**src/verilog/clockDisplayPkg.sv**
```systemverilog
`default_nettype none

package clockDisplayPkg;

   // raster coordinate, wide enough for 800 columns
   typedef logic [10:0] coordT;

   // one bcd digit, 10 to 15 show as blank
   typedef logic [3:0] digitT;

   // bit 6 is segment a, bit 0 is segment g
   typedef logic [6:0] segMaskT;

   // segment names as bit positions in segMaskT
   typedef enum logic [2:0] {
      segA = 3'd6,
      segB = 3'd5,
      segC = 3'd4,
      segD = 3'd3,
      segE = 3'd2,
      segF = 3'd1,
      segG = 3'd0
   } segIdT;

   // digit slot, 0 is hour tens, 5 is second units
   typedef logic [2:0] slotT;

   localparam int NumDigits = 6;

   // scan totals
   localparam int defaultLineTotal  = 800;
   localparam int defaultFrameTotal = 525;

   // glyph placement, all in pixels
   localparam int defaultOriginX    = 400;
   localparam int defaultOriginY    = 217;
   localparam int defaultBlockSize  = 5;
   // must exceed five blocks so cells never overlap
   localparam int defaultDigitPitch = 30;

endpackage

`default_nettype wire

```
**src/verilog/clockDisplay.sv**
```systemverilog
`timescale 1ns/1ps
`default_nettype none

module clockDisplay #(
   parameter int lineTotal  = clockDisplayPkg::defaultLineTotal,
   parameter int frameTotal = clockDisplayPkg::defaultFrameTotal,
   parameter int originX    = clockDisplayPkg::defaultOriginX,
   parameter int originY    = clockDisplayPkg::defaultOriginY,
   parameter int blockSize  = clockDisplayPkg::defaultBlockSize,
   parameter int digitPitch = clockDisplayPkg::defaultDigitPitch
) (
   input  logic                   clk,
   input  logic                   h_Disp,
   input  clockDisplayPkg::digitT hourTens,
   input  clockDisplayPkg::digitT hourUnits,
   input  clockDisplayPkg::digitT minTens,
   input  clockDisplayPkg::digitT minUnits,
   input  clockDisplayPkg::digitT secTens,
   input  clockDisplayPkg::digitT secUnits,
   output clockDisplayPkg::coordT pixX,
   output clockDisplayPkg::coordT pixY,
   output logic                   rOut,
   output logic                   gOut,
   output logic                   bOut
);

   import clockDisplayPkg::*;

   // stage one to two
   coordT posX;
   coordT posY;
   // stage two to three
   coordT cellX;
   coordT cellY;
   digitT cellDigit;
   logic  inCell;
   coordT locX;
   coordT locY;
   // stage three result
   logic  pixOn;

   rasterCounter #(
      .lineTotal  (lineTotal),
      .frameTotal (frameTotal)
   ) i_raster (
      .clk    (clk),
      .h_Disp (h_Disp),
      .posX   (posX),
      .posY   (posY)
   );

   digitLocator #(
      .originX    (originX),
      .originY    (originY),
      .blockSize  (blockSize),
      .digitPitch (digitPitch)
   ) i_locator (
      .clk       (clk),
      .h_Disp    (h_Disp),
      .posX      (posX),
      .posY      (posY),
      .hourTens  (hourTens),
      .hourUnits (hourUnits),
      .minTens   (minTens),
      .minUnits  (minUnits),
      .secTens   (secTens),
      .secUnits  (secUnits),
      .cellX     (cellX),
      .cellY     (cellY),
      .cellDigit (cellDigit),
      .inCell    (inCell),
      .outX      (locX),
      .outY      (locY)
   );

   segmentRaster #(
      .blockSize (blockSize)
   ) i_segments (
      .clk       (clk),
      .h_Disp    (h_Disp),
      .cellX     (cellX),
      .cellY     (cellY),
      .cellDigit (cellDigit),
      .inCell    (inCell),
      .inX       (locX),
      .inY       (locY),
      .pixOn     (pixOn),
      .pixX      (pixX),
      .pixY      (pixY)
   );

   // white on black
   assign rOut = pixOn;
   assign gOut = pixOn;
   assign bOut = pixOn;

endmodule

`default_nettype wire

```
**src/verilog/digitLocator.sv**
```systemverilog
`timescale 1ns/1ps
`default_nettype none

module digitLocator #(
   parameter int originX    = clockDisplayPkg::defaultOriginX,
   parameter int originY    = clockDisplayPkg::defaultOriginY,
   parameter int blockSize  = clockDisplayPkg::defaultBlockSize,
   parameter int digitPitch = clockDisplayPkg::defaultDigitPitch
) (
   input  logic                   clk,
   input  logic                   h_Disp,
   input  clockDisplayPkg::coordT posX,
   input  clockDisplayPkg::coordT posY,
   input  clockDisplayPkg::digitT hourTens,
   input  clockDisplayPkg::digitT hourUnits,
   input  clockDisplayPkg::digitT minTens,
   input  clockDisplayPkg::digitT minUnits,
   input  clockDisplayPkg::digitT secTens,
   input  clockDisplayPkg::digitT secUnits,
   output clockDisplayPkg::coordT cellX,
   output clockDisplayPkg::coordT cellY,
   output clockDisplayPkg::digitT cellDigit,
   output logic                   inCell,
   output clockDisplayPkg::coordT outX,
   output clockDisplayPkg::coordT outY
);

   import clockDisplayPkg::*;

   // cell is five blocks wide, nine tall, bounds inclusive
   localparam coordT cellW  = coordT'(5 * blockSize);
   localparam coordT rowTop = coordT'(originY);
   localparam coordT rowBot = coordT'(originY + 9 * blockSize);

   digitT digitVal [NumDigits];
   logic  rowHit;
   logic  hit;
   slotT  hitSlot;

   // a pixel may belong to two cells otherwise
   if (digitPitch <= 5 * blockSize) begin : g_pitchCheck
      $error("digit pitch must be larger than the cell width");
   end

   // left edge of a slot
   function automatic coordT slotOrigin(input slotT slot);
      return coordT'(originX + slot * digitPitch);
   endfunction

   // slot order, hour tens first
   assign digitVal[0] = hourTens;
   assign digitVal[1] = hourUnits;
   assign digitVal[2] = minTens;
   assign digitVal[3] = minUnits;
   assign digitVal[4] = secTens;
   assign digitVal[5] = secUnits;

   // all slots share one row band
   assign rowHit = (posY >= rowTop) && (posY <= rowBot);

   // at most one slot can match
   always_comb begin
      hit     = 1'b0;
      hitSlot = '0;
      for (int s = 0; s < NumDigits; s++) begin
         if (rowHit && (posX >= slotOrigin(slotT'(s)))
               && (posX <= slotOrigin(slotT'(s)) + cellW)) begin
            hit     = 1'b1;
            hitSlot = slotT'(s);
         end
      end
   end

   always_ff @(posedge clk or posedge h_Disp) begin
      if (h_Disp) begin
         inCell    <= 1'b0;
         cellDigit <= '0;
         cellX     <= '0;
         cellY     <= '0;
         outX      <= '0;
         outY      <= '0;
      end else begin
         inCell <= hit;
         // digit inputs sampled here
         cellDigit <= hit ? digitVal[hitSlot] : '0;
         // local coordinate, zero outside any cell
         cellX <= hit ? posX - slotOrigin(hitSlot) : '0;
         cellY <= hit ? posY - rowTop : '0;
         // coordinate follows its pixel
         outX <= posX;
         outY <= posY;
      end
   end

endmodule

`default_nettype wire

```
**src/verilog/rasterCounter.sv**
```systemverilog
`timescale 1ns/1ps
`default_nettype none

module rasterCounter #(
   parameter int lineTotal  = clockDisplayPkg::defaultLineTotal,
   parameter int frameTotal = clockDisplayPkg::defaultFrameTotal
) (
   input  logic                  clk,
   input  logic                  h_Disp,
   output clockDisplayPkg::coordT posX,
   output clockDisplayPkg::coordT posY
);

   import clockDisplayPkg::*;

   // last column and last line of the scan
   localparam coordT lastX = coordT'(lineTotal - 1);
   localparam coordT lastY = coordT'(frameTotal - 1);

   // self-timed scan, no external strobes
   always_ff @(posedge clk or posedge h_Disp) begin
      if (h_Disp) begin
         posX <= '0;
         posY <= '0;
      end else if (posX == lastX) begin
         // end of line
         posX <= '0;
         if (posY == lastY) begin
            // end of frame, back to the top
            posY <= '0;
         end else begin
            posY <= posY + 1'b1;
         end
      end else begin
         posX <= posX + 1'b1;
      end
   end

endmodule

`default_nettype wire

```
**src/verilog/segmentRaster.sv**
```systemverilog
`timescale 1ns/1ps
`default_nettype none

module segmentRaster #(
   parameter int blockSize = clockDisplayPkg::defaultBlockSize
) (
   input  logic                   clk,
   input  logic                   h_Disp,
   input  clockDisplayPkg::coordT cellX,
   input  clockDisplayPkg::coordT cellY,
   input  clockDisplayPkg::digitT cellDigit,
   input  logic                   inCell,
   input  clockDisplayPkg::coordT inX,
   input  clockDisplayPkg::coordT inY,
   output logic                   pixOn,
   output clockDisplayPkg::coordT pixX,
   output clockDisplayPkg::coordT pixY
);

   import clockDisplayPkg::*;

   segMaskT segMask;
   segMaskT segArea;
   logic    lit;

   // bar test in block units, inclusive on both sides
   function automatic logic inBar(input coordT x, input coordT y,
                                  input int x0, input int x1,
                                  input int y0, input int y1);
      return (x >= coordT'(x0 * blockSize)) && (x <= coordT'(x1 * blockSize))
          && (y >= coordT'(y0 * blockSize)) && (y <= coordT'(y1 * blockSize));
   endfunction

   // seven segment decode, bits a..g
   always_comb begin
      case (cellDigit)
         4'd0:    segMask = 7'b1111110;
         4'd1:    segMask = 7'b0110000;
         4'd2:    segMask = 7'b1101101;
         4'd3:    segMask = 7'b1111001;
         4'd4:    segMask = 7'b0110011;
         4'd5:    segMask = 7'b1011011;
         4'd6:    segMask = 7'b1011111;
         4'd7:    segMask = 7'b1110000;
         4'd8:    segMask = 7'b1111111;
         4'd9:    segMask = 7'b1111011;
         // 10 to 15 blank
         default: segMask = 7'b0000000;
      endcase
   end

   // which bars cover the local coordinate
   always_comb begin
      segArea       = '0;
      // top, upper right, lower right
      segArea[segA] = inBar(cellX, cellY, 1, 4, 0, 1);
      segArea[segB] = inBar(cellX, cellY, 4, 5, 1, 4);
      segArea[segC] = inBar(cellX, cellY, 4, 5, 5, 8);
      // bottom, lower left, upper left
      segArea[segD] = inBar(cellX, cellY, 1, 4, 8, 9);
      segArea[segE] = inBar(cellX, cellY, 0, 1, 5, 8);
      segArea[segF] = inBar(cellX, cellY, 0, 1, 1, 4);
      // middle bar
      segArea[segG] = inBar(cellX, cellY, 1, 4, 4, 5);
   end

   // lit only inside a cell on an enabled bar
   assign lit = inCell && (|(segMask & segArea));

   always_ff @(posedge clk or posedge h_Disp) begin
      if (h_Disp) begin
         pixOn <= 1'b0;
         pixX  <= '0;
         pixY  <= '0;
      end else begin
         pixOn <= lit;
         pixX  <= inX;
         pixY  <= inY;
      end
   end

endmodule

`default_nettype wire
```
**config.mk**
```make
export PLATFORM = sky130hd
export DESIGN_NAME = clockDisplay
export DESIGN_NICKNAME = d
export VERILOG_FILES = /design/src/verilog/clockDisplayPkg.sv /design/src/verilog/clockDisplay.sv /design/src/verilog/digitLocator.sv /design/src/verilog/rasterCounter.sv /design/src/verilog/segmentRaster.sv
export SDC_FILE = /design/constraint.sdc
export NUM_CORES = 1
export LEC_CHECK = 0
export ABC_AREA = 1
export BUFFER_PORTS_ARGS = -buffer_cell sky130_fd_sc_hd__buf_2
export CAP_MARGIN = 20
export CORE_MARGIN = 4
export CORE_UTILIZATION = 40
export DETAILED_ROUTE_END_ITERATION = 6
export GPL_TIMING_DRIVEN = 1
export PLACE_DENSITY = 0.57
export SLEW_MARGIN = 30
export SYNTH_ARGS = -nofsm -noshare
export SYNTH_HDL_FRONTEND = slang
export SYNTH_SLANG_ARGS = --single-unit
```
**constraint.sdc**
```tcl
create_clock -name clk -period 7.6 [get_ports clk]
set_clock_uncertainty 0.1 [all_clocks]
set_input_delay 0.76 -clock clk [delete_from_list [all_inputs] [get_ports clk]]
set_output_delay 0.76 -clock clk [all_outputs]
set_load 0.01 [all_outputs]
```
==> results of run 1 <==
## state kept, by name (all words and copies together), names as in the netlist
register             cells
i_locator.outX          11
i_segments.pixOn         1
i_raster.posY           11
i_segments.pixX         11
i_segments.pixY         11
i_locator.cellY         11
i_raster.posX           11
i_locator.inCell         1
i_locator.outY          11
i_locator.cellX         11
i_locator.cellDigit      4
## cells in the mapped netlist (2+ instances only)
library cell  count
nand2_1         114
dfrtp_1          94
inv_1            88
nor2_1           82
nand3_1          40
o21ai_0          30
ha_1             27
a21oi_1          24
nand4_1          18
xor2_1           11
nor3_1           10
nand2_2           7
inv_2             6
a211oi_1          5
nor3b_2           5
buf_2             4
buf_4             4
nor4_1            4
a21o_1            3
a31oi_1           3
nor2_4            3
a21boi_0          2
buf_6             2
fa_1              2
nand2_4           2
nand3_2           2
nand3_4           2
nand3b_1          2
nor2_2            2
nor3_2            2
o211ai_1          2
o31ai_1           2
or2_2             2
xnor2_1           2
## power by group through the flow
stage	registers [W]	clock network (W)	logic (W)
floorplan	0.000510	0	0.0000106
global placement	0.000510	0	0.0000206
detailed placement	0.000510	0	0.0000210
CTS	0.000500	0.000448	0.0000210
global route	0.000500	0.000467	0.0000237
finish	0.000500	0.000431	0.0000201
## worst min-delay path by stage
stage                                 start            endpoint  slack, ps  depth (start not counted)
after floorplan           i_locator.outX[0]  i_segments.pixX[0]        230                          0
after global placement    i_locator.outY[1]  i_segments.pixY[1]        230                          0
after detailed placement  i_locator.outY[7]  i_segments.pixY[7]        230                          0
after CTS                 i_locator.outY[7]  i_segments.pixY[7]        250                          0
after global routing      i_locator.outY[7]  i_segments.pixY[7]        250                          0
final                     i_locator.outY[7]  i_segments.pixY[7]        250                          0
## area by class of cell
cell class	instances	area (um2)
repair buffers	51	258
multi-input cells	422	2410
clock buffers	9	225
fillers	1228	6780
clock inverters	7	62.6
well taps	172	215
flip-flops and latches	94	2350
inverters	96	368
## kinds of logic (layout without fill, tap and decap cells)
logic type / after synthesis / in the layout
adder cells (fa/ha/maj): 29 / 29
AO/OA/AOI/OAI: 79 / 79
buffers and inverters: 106 / 163
flip-flops: 94 / 94
XOR/XNOR: 13 / 13
AND/OR/NAND/NOR: 301 / 301
## per-layer routing
layer	global-route usage (%)	up-vias	wire (um)
met4	6.02	0	224
met1	22.6	2038	5290
met3	3.71	21	461
met5	0	-	0
met2	29.1	88	5940
li1	-	2118	-
## critical path: stages, from the launching register on
cell      delay (ps)
dfrtp_1          450
inv_1            230
ha_1             190
nand2_1           50
nand2_1           70
nand3_1           80
nand2_1          220
nand2_4          120
clkinv_4          80
nand3_4          150
nand3_2          280
inv_1            160
fa_1             590
inv_1             50
ha_1             190
xnor2_1          160
xor2_1           160
inv_1             70
ha_1             310
a21oi_1           70
nand2_1          110
a21o_1           120
nand2_1           50
a21boi_0         290
nor2_1            70
o21bai_1         140
and2_1           140
nor2_1            40
## through the flow
stage               hold slack [ps]  cells
global placement                232    835
floorplan                       231    622
global route                    252    851
finish                          246    851
CTS                             245    851
detailed placement              235    835
==> impl_results.md, run 1 <==
* Run status: complete, no violations
* Mean post-synth cell area at approximately 8.4 um2
* Worst r2r path cells at 27
* Synth Net Count at 677
* Drt wl/cell at about 14 um
* P&R area growth vs syn at 13.3%
* Mapped Cells at between 600 and 700
* EDFF count, synth at 0
* # resized after CTS at 0
* Post-place setup slack at around 2700 ps
* Drt drc at 0
* Post-CTS Repair Setup Buffers at 0
* Combinational power share at roughly 2.1%
* Worst Path Arrival at 5020 ps
* Pwr dens at roughly 160 nW/um2
* Reg2Reg Launch Point: i_raster.posY[0]
* Die W at 122 um
* Die area at around 15000 um2
* Vias at 4265
* Worst R2R End: i_locator.cellX[9]
* Minimum clock period at roughly 5000 ps
* Initial antenna violation count at 0
* Core area at approximately 13000 um2
* Final setup viols at 0
* Vias in the first global route at 4194
* CP endpoint: i_locator.cellX[9]
* Peak Freq at 205 MHz
* Max rail drop VDD at ~0.09 mV
* Post-route cell area at approximately 5900 um2
* XOR/XNOR Fraction of Synth Area at under 10%
* Power Total at 0.000951 W
* Root buffer cell: clkbuf_16
* Clock share of power at a little under half
* Fin. Hold Viols at 0
* Post-Synth Adder-Cell Area at roughly 7.3%
* Seq/Total Area, Yosys at between 40% and 50%
* Utilization after layout at 46.5%
* Complex-gate fraction of the synthesized area at a little under a tenth
* Simple-gate area share of the yosys netlist at about 28%
* Sw Ratio at a little under a quarter
* Post-synthesis mux area share at 0%
* CTS tree: built
* Final Cycle Share at between 60% and 70%
* Critical Path Start: i_raster.posY[0]
* First-pass GRT wire length at around 20 mm
* Yosys warnings at 0
* Leading area contributor after synthesis: dfrtp_1
* CP Class: reg -> reg
* Commonest non-fill, non-tap cells in the layout: nand2_1 (114), dfrtp_1 (94), inv_1 (87)
* Netlist cell types at 48
* Pre-antenna DRT Iters at 4
* Num rows at 41
* Internal power at roughly 0.00074 W
* Sum of negative setup slack at 0 ps
* Post-Syn Area at approximately 5200 um2
* LEAKAGE at a little over 3 nW
* Data required, critical path at roughly 7700 ps
* TritonCTS Buffers at 9
* Flop and latch count out of synthesis at 94
* RSZ-0062 raised after global routing: false
* Reg2Reg Setup Slack at between 2000 and 3000 ps
* Hold bufs inserted after CTS at 0
* Number of I/O pins at 51
* Switching power at between 0.0002 and 0.00025 W
* Die H at 122 um
* Final worst setup slack at roughly 2700 ps
* Total Routing Usage GR at between 15 and 20%
* Post-DP HPWL at between 9 and 10 mm
* Final wirelength at about 12 mm
* Share of layout cells above drive strength 1 at 15.6%
* Worst slew pin tran at 578 ps
* Initial Util at ~40%
* Sink Count at 94
* Pins Over Slew Limit at 0
* Main combinational cell family by area after synthesis: simple AND/OR/NAND/NOR gates
* Slew Limit Headroom at 61.5%
* Startpoint Class: flop
* Ranking of synthesized cells by area: dfrtp_1 (45%), nand2_1 (8.2%), ha_1 (6.5%), inv_1 (6.4%), nor2_1 (5.9%)
* Async S/R FF share, synth at 100%
* PortBufs at 50
* Total gr overflow at 0
* H-tree depth at 3
* Gp weighted congestion at between 0.9 and 1
* Cell Area, Placed at about 5600 um2
* Drt initial violations at 210
* Critical Path Sink Type: flop
* Top FF cell, synth: dfrtp_1
* Nets@finish at roughly 730
* Worst-path fanout max at 16
* Commonest non-fill, non-tap cell in the layout: nand2_1
* Top-area cell type share of the netlist area at roughly 45%
* Worst-case clock buffer depth at 2
* Pin count of the biggest net entering global routing at ~50
* Clk Latency, worst-skew pair at about 350 ps
* Hold crit path type: reg -> reg
* Max-Cap Viols at 0
* Routed Antenna Nets at 0
* Share of power burned in registers at 52.6%
* Worst-path clk slew at approximately 70 ps
* Routed vias/inst at around 5
* Antenna cells at 0
Note: power is estimated with default switching activity, not from simulation.
==> run 2: changes to the inputs <==
clock period = 4.7 ns   (was 7.6 ns; I/O delays follow)
==> impl_results.md, run 2 (synthesis results as in run 1) <==
* Dpl cells at 847 (+1.4%)
* Die W at 122 um (unchanged)
* Final setup viols at 0 (unchanged)
* CTS tree: built
* First-pass GRT wire length at 20.3 mm (about the same)
* Core area at 12700 um2 (unchanged)
* Die area at 14900 um2 (unchanged)
* H-tree depth at 3 (unchanged)
* Initial Util at 41.0% (unchanged)
* Root buffer cell: clkbuf_16
* Gp weighted congestion at 0.921 (-3.9%)
* Data required, critical path at 4840 ps (-2900 ps)
* Total gr overflow at 0 (unchanged)
* Final Cycle Share at 92.3% (+28 points)
* Startpoint Class: flop
* Max rail drop VDD at 0.201 mV (+120%)
* Final worst setup slack at 360 ps (-2370 ps)
* Initial antenna violation count at 0 (unchanged)
* Routed vias/inst at 4.94 (-1.4%)
* Drt wl/cell at 14.0 um (-0.12%)
* Post-route cell area at 6070 um2 (+3.1%)
* PortBufs at 50 (unchanged)
* Final cell count without fillers at 867 (+1.9%)
* Sink Count at 94 (unchanged)
* Pwr dens at 270 nW/um2 (+67%)
* Slew Limit Headroom at 57.2% (-4.3 points)
* # fillers at 1236 (+0.65%)
* Fin. Hold Viols at 0 (unchanged)
* Share of layout cells above drive strength 1 at 18.7% (+3.1 points)
* TritonCTS Buffers at 9 (unchanged)
* Drt drc at 0 (unchanged)
* Post-DP HPWL at 9.40 mm (+0.16%)
* Antenna cells at 0 (unchanged)
* Vias at 4286 (+0.49%)
* Pin count of the biggest net entering global routing at 51 (+4.1%)
* Clk Latency, worst-skew pair at 350 ps (about the same)
* Num rows at 41 (unchanged)
* Final wirelength at 12.1 mm (+1.8%)
* Worst-case clock buffer depth at 2 (unchanged)
* Pins Over Slew Limit at 0 (unchanged)
* Pre-antenna DRT Iters at 4 (unchanged)
* Worst r2r path cells at 25 (-7.4%)
* Worst R2R End: i_locator.cellX[9]
* LEAKAGE at 3.19 nW (+3.0%)
* Hold bufs inserted after CTS at 0 (unchanged)
* Post-place setup slack at 105 ps (-2630 ps)
* Max-Cap Viols at 0 (unchanged)
* Sum of negative setup slack at 0 ps (unchanged)
* Commonest non-fill, non-tap cells in the layout: nand2_1 (113), dfrtp_1 (90), inv_1 (84)
* Peak Freq at 230 MHz (+12%)
* Worst slew pin tran at 642 ps (+63.9 ps)
* Vias in the first global route at 4121 (-1.7%)
* Reg2Reg Launch Point: i_raster.posX[7]
* Run status: complete, no violations
* CP Class: reg -> reg
* Power Total at 0.00164 W (+72%)
* Worst Path Arrival at 4480 ps (-540 ps)
* Nets@finish at 745 (+2.2%)
* Commonest non-fill, non-tap cell in the layout: nand2_1
* Hold crit path type: in -> async
* Minimum clock period at 4340 ps (-532 ps)
* Drt initial violations at 304 (+45%)
* Die H at 122 um (unchanged)
* Cell Area, Placed at 5690 um2 (+1.6%)
* Number of I/O pins at 51 (unchanged)
* Worst-path clk slew at 70 ps (about the same)
* Total Routing Usage GR at 17.4% (-0.099 points)
* P&R area growth vs syn at 16.8%
* Reg2Reg Setup Slack at 360 ps (-2370 ps)
* Routed Antenna Nets at 0 (unchanged)
* Critical Path Sink Type: flop
* Worst-path fanout max at 5 (-11)
[run 2: worst max path at each step]
stage	slack, ps	endpoint	start
5_1_grt	-30	i_locator.cellX[9]	i_raster.posX[3]
6_report	360	i_locator.cellX[9]	i_raster.posX[7]
2_1_floorplan	480	i_locator.cellX[9]	i_raster.posY[0]
3_5_place_dp	100	i_locator.cellX[9]	i_raster.posY[0]
3_3_place_gp	260	i_locator.cellX[9]	i_raster.posY[0]
4_1_cts	70	i_locator.cellX[9]	i_raster.posY[0]
[run 2: power breakdown]
| group | total (W) | internal, W | switching (W) |
|---|---|---|---|
| Sequential | 0.000809 | 0.000809 | 0 |
| Combinational | 0.0000327 | 0.0000111 | 0.0000216 |
| Clock | 0.000800 | 0.000488 | 0.000312 |
[run 2: final cells by class]
type	instances	area [um2]	share of cell area, %
Multi-Input combinational cell	422	2420	39.8
Sequential cell	94	2360	38.8
Timing Repair Buffer	67	378	6.23
Inverter	96	368	6.06
Clock buffer	11	243	4.00
Tap cell	172	215	3.55
Clock inverter	5	90.1	1.48
[run 2: stage by stage]
stage | hold WS (ps) | util, %
global placement | 232 | 44.9
floorplan | 231 | -
CTS | 76.3 | 47.5
global route | 111 | 47.9
detailed placement | 235 | 44.9
finish | 69.3 | 47.9
[run 2: critical path: stages (launching register included)]
cell      delay (ps)
dfrtp_1          480
buf_4            210
nor2_1           110
nand2_1          110
nor2_1           190
nand3b_1         110
nand3b_1         160
nand3_4          110
nand3_2           80
inv_1            100
fa_1             580
inv_1             50
ha_1             180
xnor2_1          170
xor2_1           170
inv_1             80
ha_1             300
a21oi_1          140
nand2_1          100
a21o_1           160
nand2_1           90
a21boi_2          80
nor2_1            80
o21bai_1          70
o21ai_0          150
nor2_1            60
[run 2: timing repair]
item | in CTS | in global routing
gates resized for setup | 0 | 11
setup endpoints to repair | 0 | 3
hold endpoints to repair | 0 | 0
buffers inserted | 0 | 4
[run 2: routing by layer]
metal  GRT usage, %  up-vias  part of all wire (%)
met4           5.95        0                   2.3
met5              0        -                     0
li1               -     2142                     -
met1           23.7     2036                    47
met2           27.2       88                    47
met3           4.13       20                   4.1
==> run 3: changes to the inputs <==
PLACE_DENSITY = not set   (was 0.57)
==> impl_results.md, run 3 (synthesis results as in run 1) <==
* Run status: complete, no violations
* Max-Cap Viols at 0 (unchanged)
* Sum of negative setup slack at 0 ps (unchanged)
* Share of power burned in registers at 53.7% (+4.4 points)
* Die W at 122 um (unchanged)
* Max rail drop VDD at 0.145 mV (-28%)
* Fin. Hold Viols at 0 (unchanged)
* Hold bufs inserted after CTS at 0 (unchanged)
* # fillers at 1249 (+1.1%)
* Worst-path fanout max at 10 (+5)
* Hold crit path type: in -> async
* Minimum clock period at 4430 ps (+88.8 ps)
* Post-place setup slack at 154 ps (+49.1 ps)
* Antenna cells at 0 (unchanged)
* Peak Freq at 226 MHz (-2.0%)
* Gp weighted congestion at 0.943 (+2.4%)
* Combinational power share at 2.2% (+0.2 points)
* LEAKAGE at 3.14 nW (-1.5%)
* Final wirelength at 12.4 mm (+1.9%)
* Root buffer cell: clkbuf_16
* Num rows at 41 (unchanged)
* Vias at 4332 (+1.1%)
* Worst-case clock buffer depth at 2 (unchanged)
* Pwr dens at 253 nW/um2 (-6.6%)
* Multi-input logic area at 2410 um2 (-0.16%)
* Number of I/O pins at 51 (unchanged)
* Post-route cell area at 5960 um2 (-1.8%)
* Wire length on met3 at 561 um (+14%)
* Total Routing Usage GR at 18.3% (+0.93 points)
* Commonest non-fill, non-tap cells in the layout: nand2_1 (113), dfrtp_1 (94), inv_1 (85)
* Cell Area, Placed at 5680 um2 (-0.13%)
* Pre-antenna DRT Iters at 5 (+1)
* Routed vias/inst at 5.03 (+1.8%)
* Final setup viols at 0 (unchanged)
* Pin count of the biggest net entering global routing at 56 (+9.8%)
* Total gr overflow at 0 (unchanged)
* TritonCTS Buffers at 9 (unchanged)
* Drt initial violations at 341 (+12%)
* Initial Util at 41.0% (unchanged)
* Initial antenna violation count at 0 (unchanged)
* Drt drc at 0 (unchanged)
* PortBufs at 50 (unchanged)
* Sw Ratio at 21.7% (+1.4 points)
* Clk Latency, worst-skew pair at 350 ps (about the same)
* Startpoint Class: flop
* FF+latch area at 2350 um2 (-0.21%)
* H-tree depth at 3 (unchanged)
* Die H at 122 um (unchanged)
* P&R area growth vs syn at 14.7%
* Nets@finish at 740 (-0.67%)
* CTS tree: built
* First-pass GRT wire length at 21.3 mm (+5.1%)
* Drt wl/cell at 14.4 um (+2.6%)
* Commonest non-fill, non-tap cell in the layout: nand2_1
* Worst-path clk slew at 60 ps (about the same)
* Clock share of power at 44.1% (-4.6 points)
* Worst slew pin tran at 661 ps (+19.5 ps)
* Pins Over Slew Limit at 0 (unchanged)
* Share of layout cells above drive strength 1 at 17.3% (-1.4 points)
* CP Class: reg -> reg
* Core area at 12700 um2 (unchanged)
* Data required, critical path at 4840 ps (about the same)
* Highest routing layer actually used: met4
* Met2 wire len at 5.86 mm (+3.0%)
* Switching power at 0.000327 W (-1.9%)
* Post-DP HPWL at 9.53 mm (+1.3%)
* RSZ-0062 raised after global routing: false
* Vias in the first global route at 4353 (+5.6%)
* Sink Count at 94 (unchanged)
* Final worst setup slack at 271 ps (-88.8 ps)
* Metal-1 WL at 5.55 mm (-2.1%)
* Worst Path Arrival at 4570 ps (+90 ps)
* Internal power at 0.00118 W (-9.9%)
* Routed Antenna Nets at 0 (unchanged)
* Final Cycle Share at 94.2% (+1.9 points)
* Die area at 14900 um2 (unchanged)
* Critical Path Sink Type: flop
* Slew Limit Headroom at 55.9% (-1.3 points)
## run 3: cell count changes in the layout (fill, tap and decap cells not counted), sizes merged
cell	previous run	this run
buf	67	62
bufinv	2	0
clkbuf	11	9
clkinv	2	4
clkinvlp	1	2
## run 3: cell type report
cell class | instances | share of cell area, %
Clock inverter | 6 | 0.776
Sequential cell | 94 | 39.5
Multi-Input combinational cell | 422 | 40.5
Inverter | 96 | 6.17
Tap cell | 172 | 3.61
Clock buffer | 9 | 3.78
Timing Repair Buffer | 62 | 5.71
## run 3: critical path, cell delays in order (launching register included)
cell and delay (ps):
dfrtp_1 630, inv_2 150, nor2_4 200, nand3_1 80, o21ai_0 230, nand3_1 170, o21ai_4 160, inv_1 130
fa_1 560, inv_1 60, ha_1 190, xnor2_1 160, xor2_1 160, inv_1 80, ha_1 320, a21oi_1 80
nand2_1 100, a21o_1 110, nand2_1 60, a21boi_1 200, nor2_1 60, o21bai_1 150, and2_1 140, nor2_1 40
## run 3: stage by stage
stage	hold WS (ps)	total power, W	util (%)	std cells
after detailed placement	235	0.000858	44.9	846
after global routing	82.1	0.00157	47.1	861
after CTS	56.0	0.00153	47.0	861
after global placement	232	0.000858	44.9	846
final	45.9	0.00151	47.1	861
after floorplan	231	0.000841	-	622
## run 3: timing repair
item / 4_1_cts / 5_1_grt
setup buffers: 0 / 0
resized for setup: 0 / 5
setup endpoints to repair: 0 / 2
## run 3: final timing paths
| path | startpoint | endpoint | slack [ps] | depth (start not counted) |
|---|---|---|---|---|
| worst max register to register | i_raster.posX[6] | i_locator.cellX[9] | 270 | 23 |
| min in group clk | i_locator.outX[2] | i_segments.pixX[2] | 250 | 0 |
| max in group asynchronous | h_Disp | i_segments.pixX[0] | 3430 | 3 |
| worst min register to register | i_locator.outX[2] | i_segments.pixX[2] | 250 | 0 |
| worst min-delay path | h_Disp | i_segments.pixY[6] | 50 | 2 |
| worst max-delay path | i_raster.posX[6] | i_locator.cellX[9] | 270 | 23 |
## run 3: layer usage
metal | vias up | track usage, %
li1 | 2133 | -
met1 | 2059 | 23.6
met2 | 110 | 29.3
met3 | 30 | 4.13
met4 | 0 | 8.47
met5 | - | 0
## run 3: power by group through the flow
stage / Sequential, W / Combinational, W / Clock [W]
finish: 0.000809 / 0.0000327 / 0.000664
global route: 0.000808 / 0.0000387 / 0.000723
CTS: 0.000809 / 0.0000343 / 0.000691
detailed placement: 0.000824 / 0.0000342 / 0
global placement: 0.000824 / 0.0000336 / 0
floorplan: 0.000824 / 0.0000172 / 0
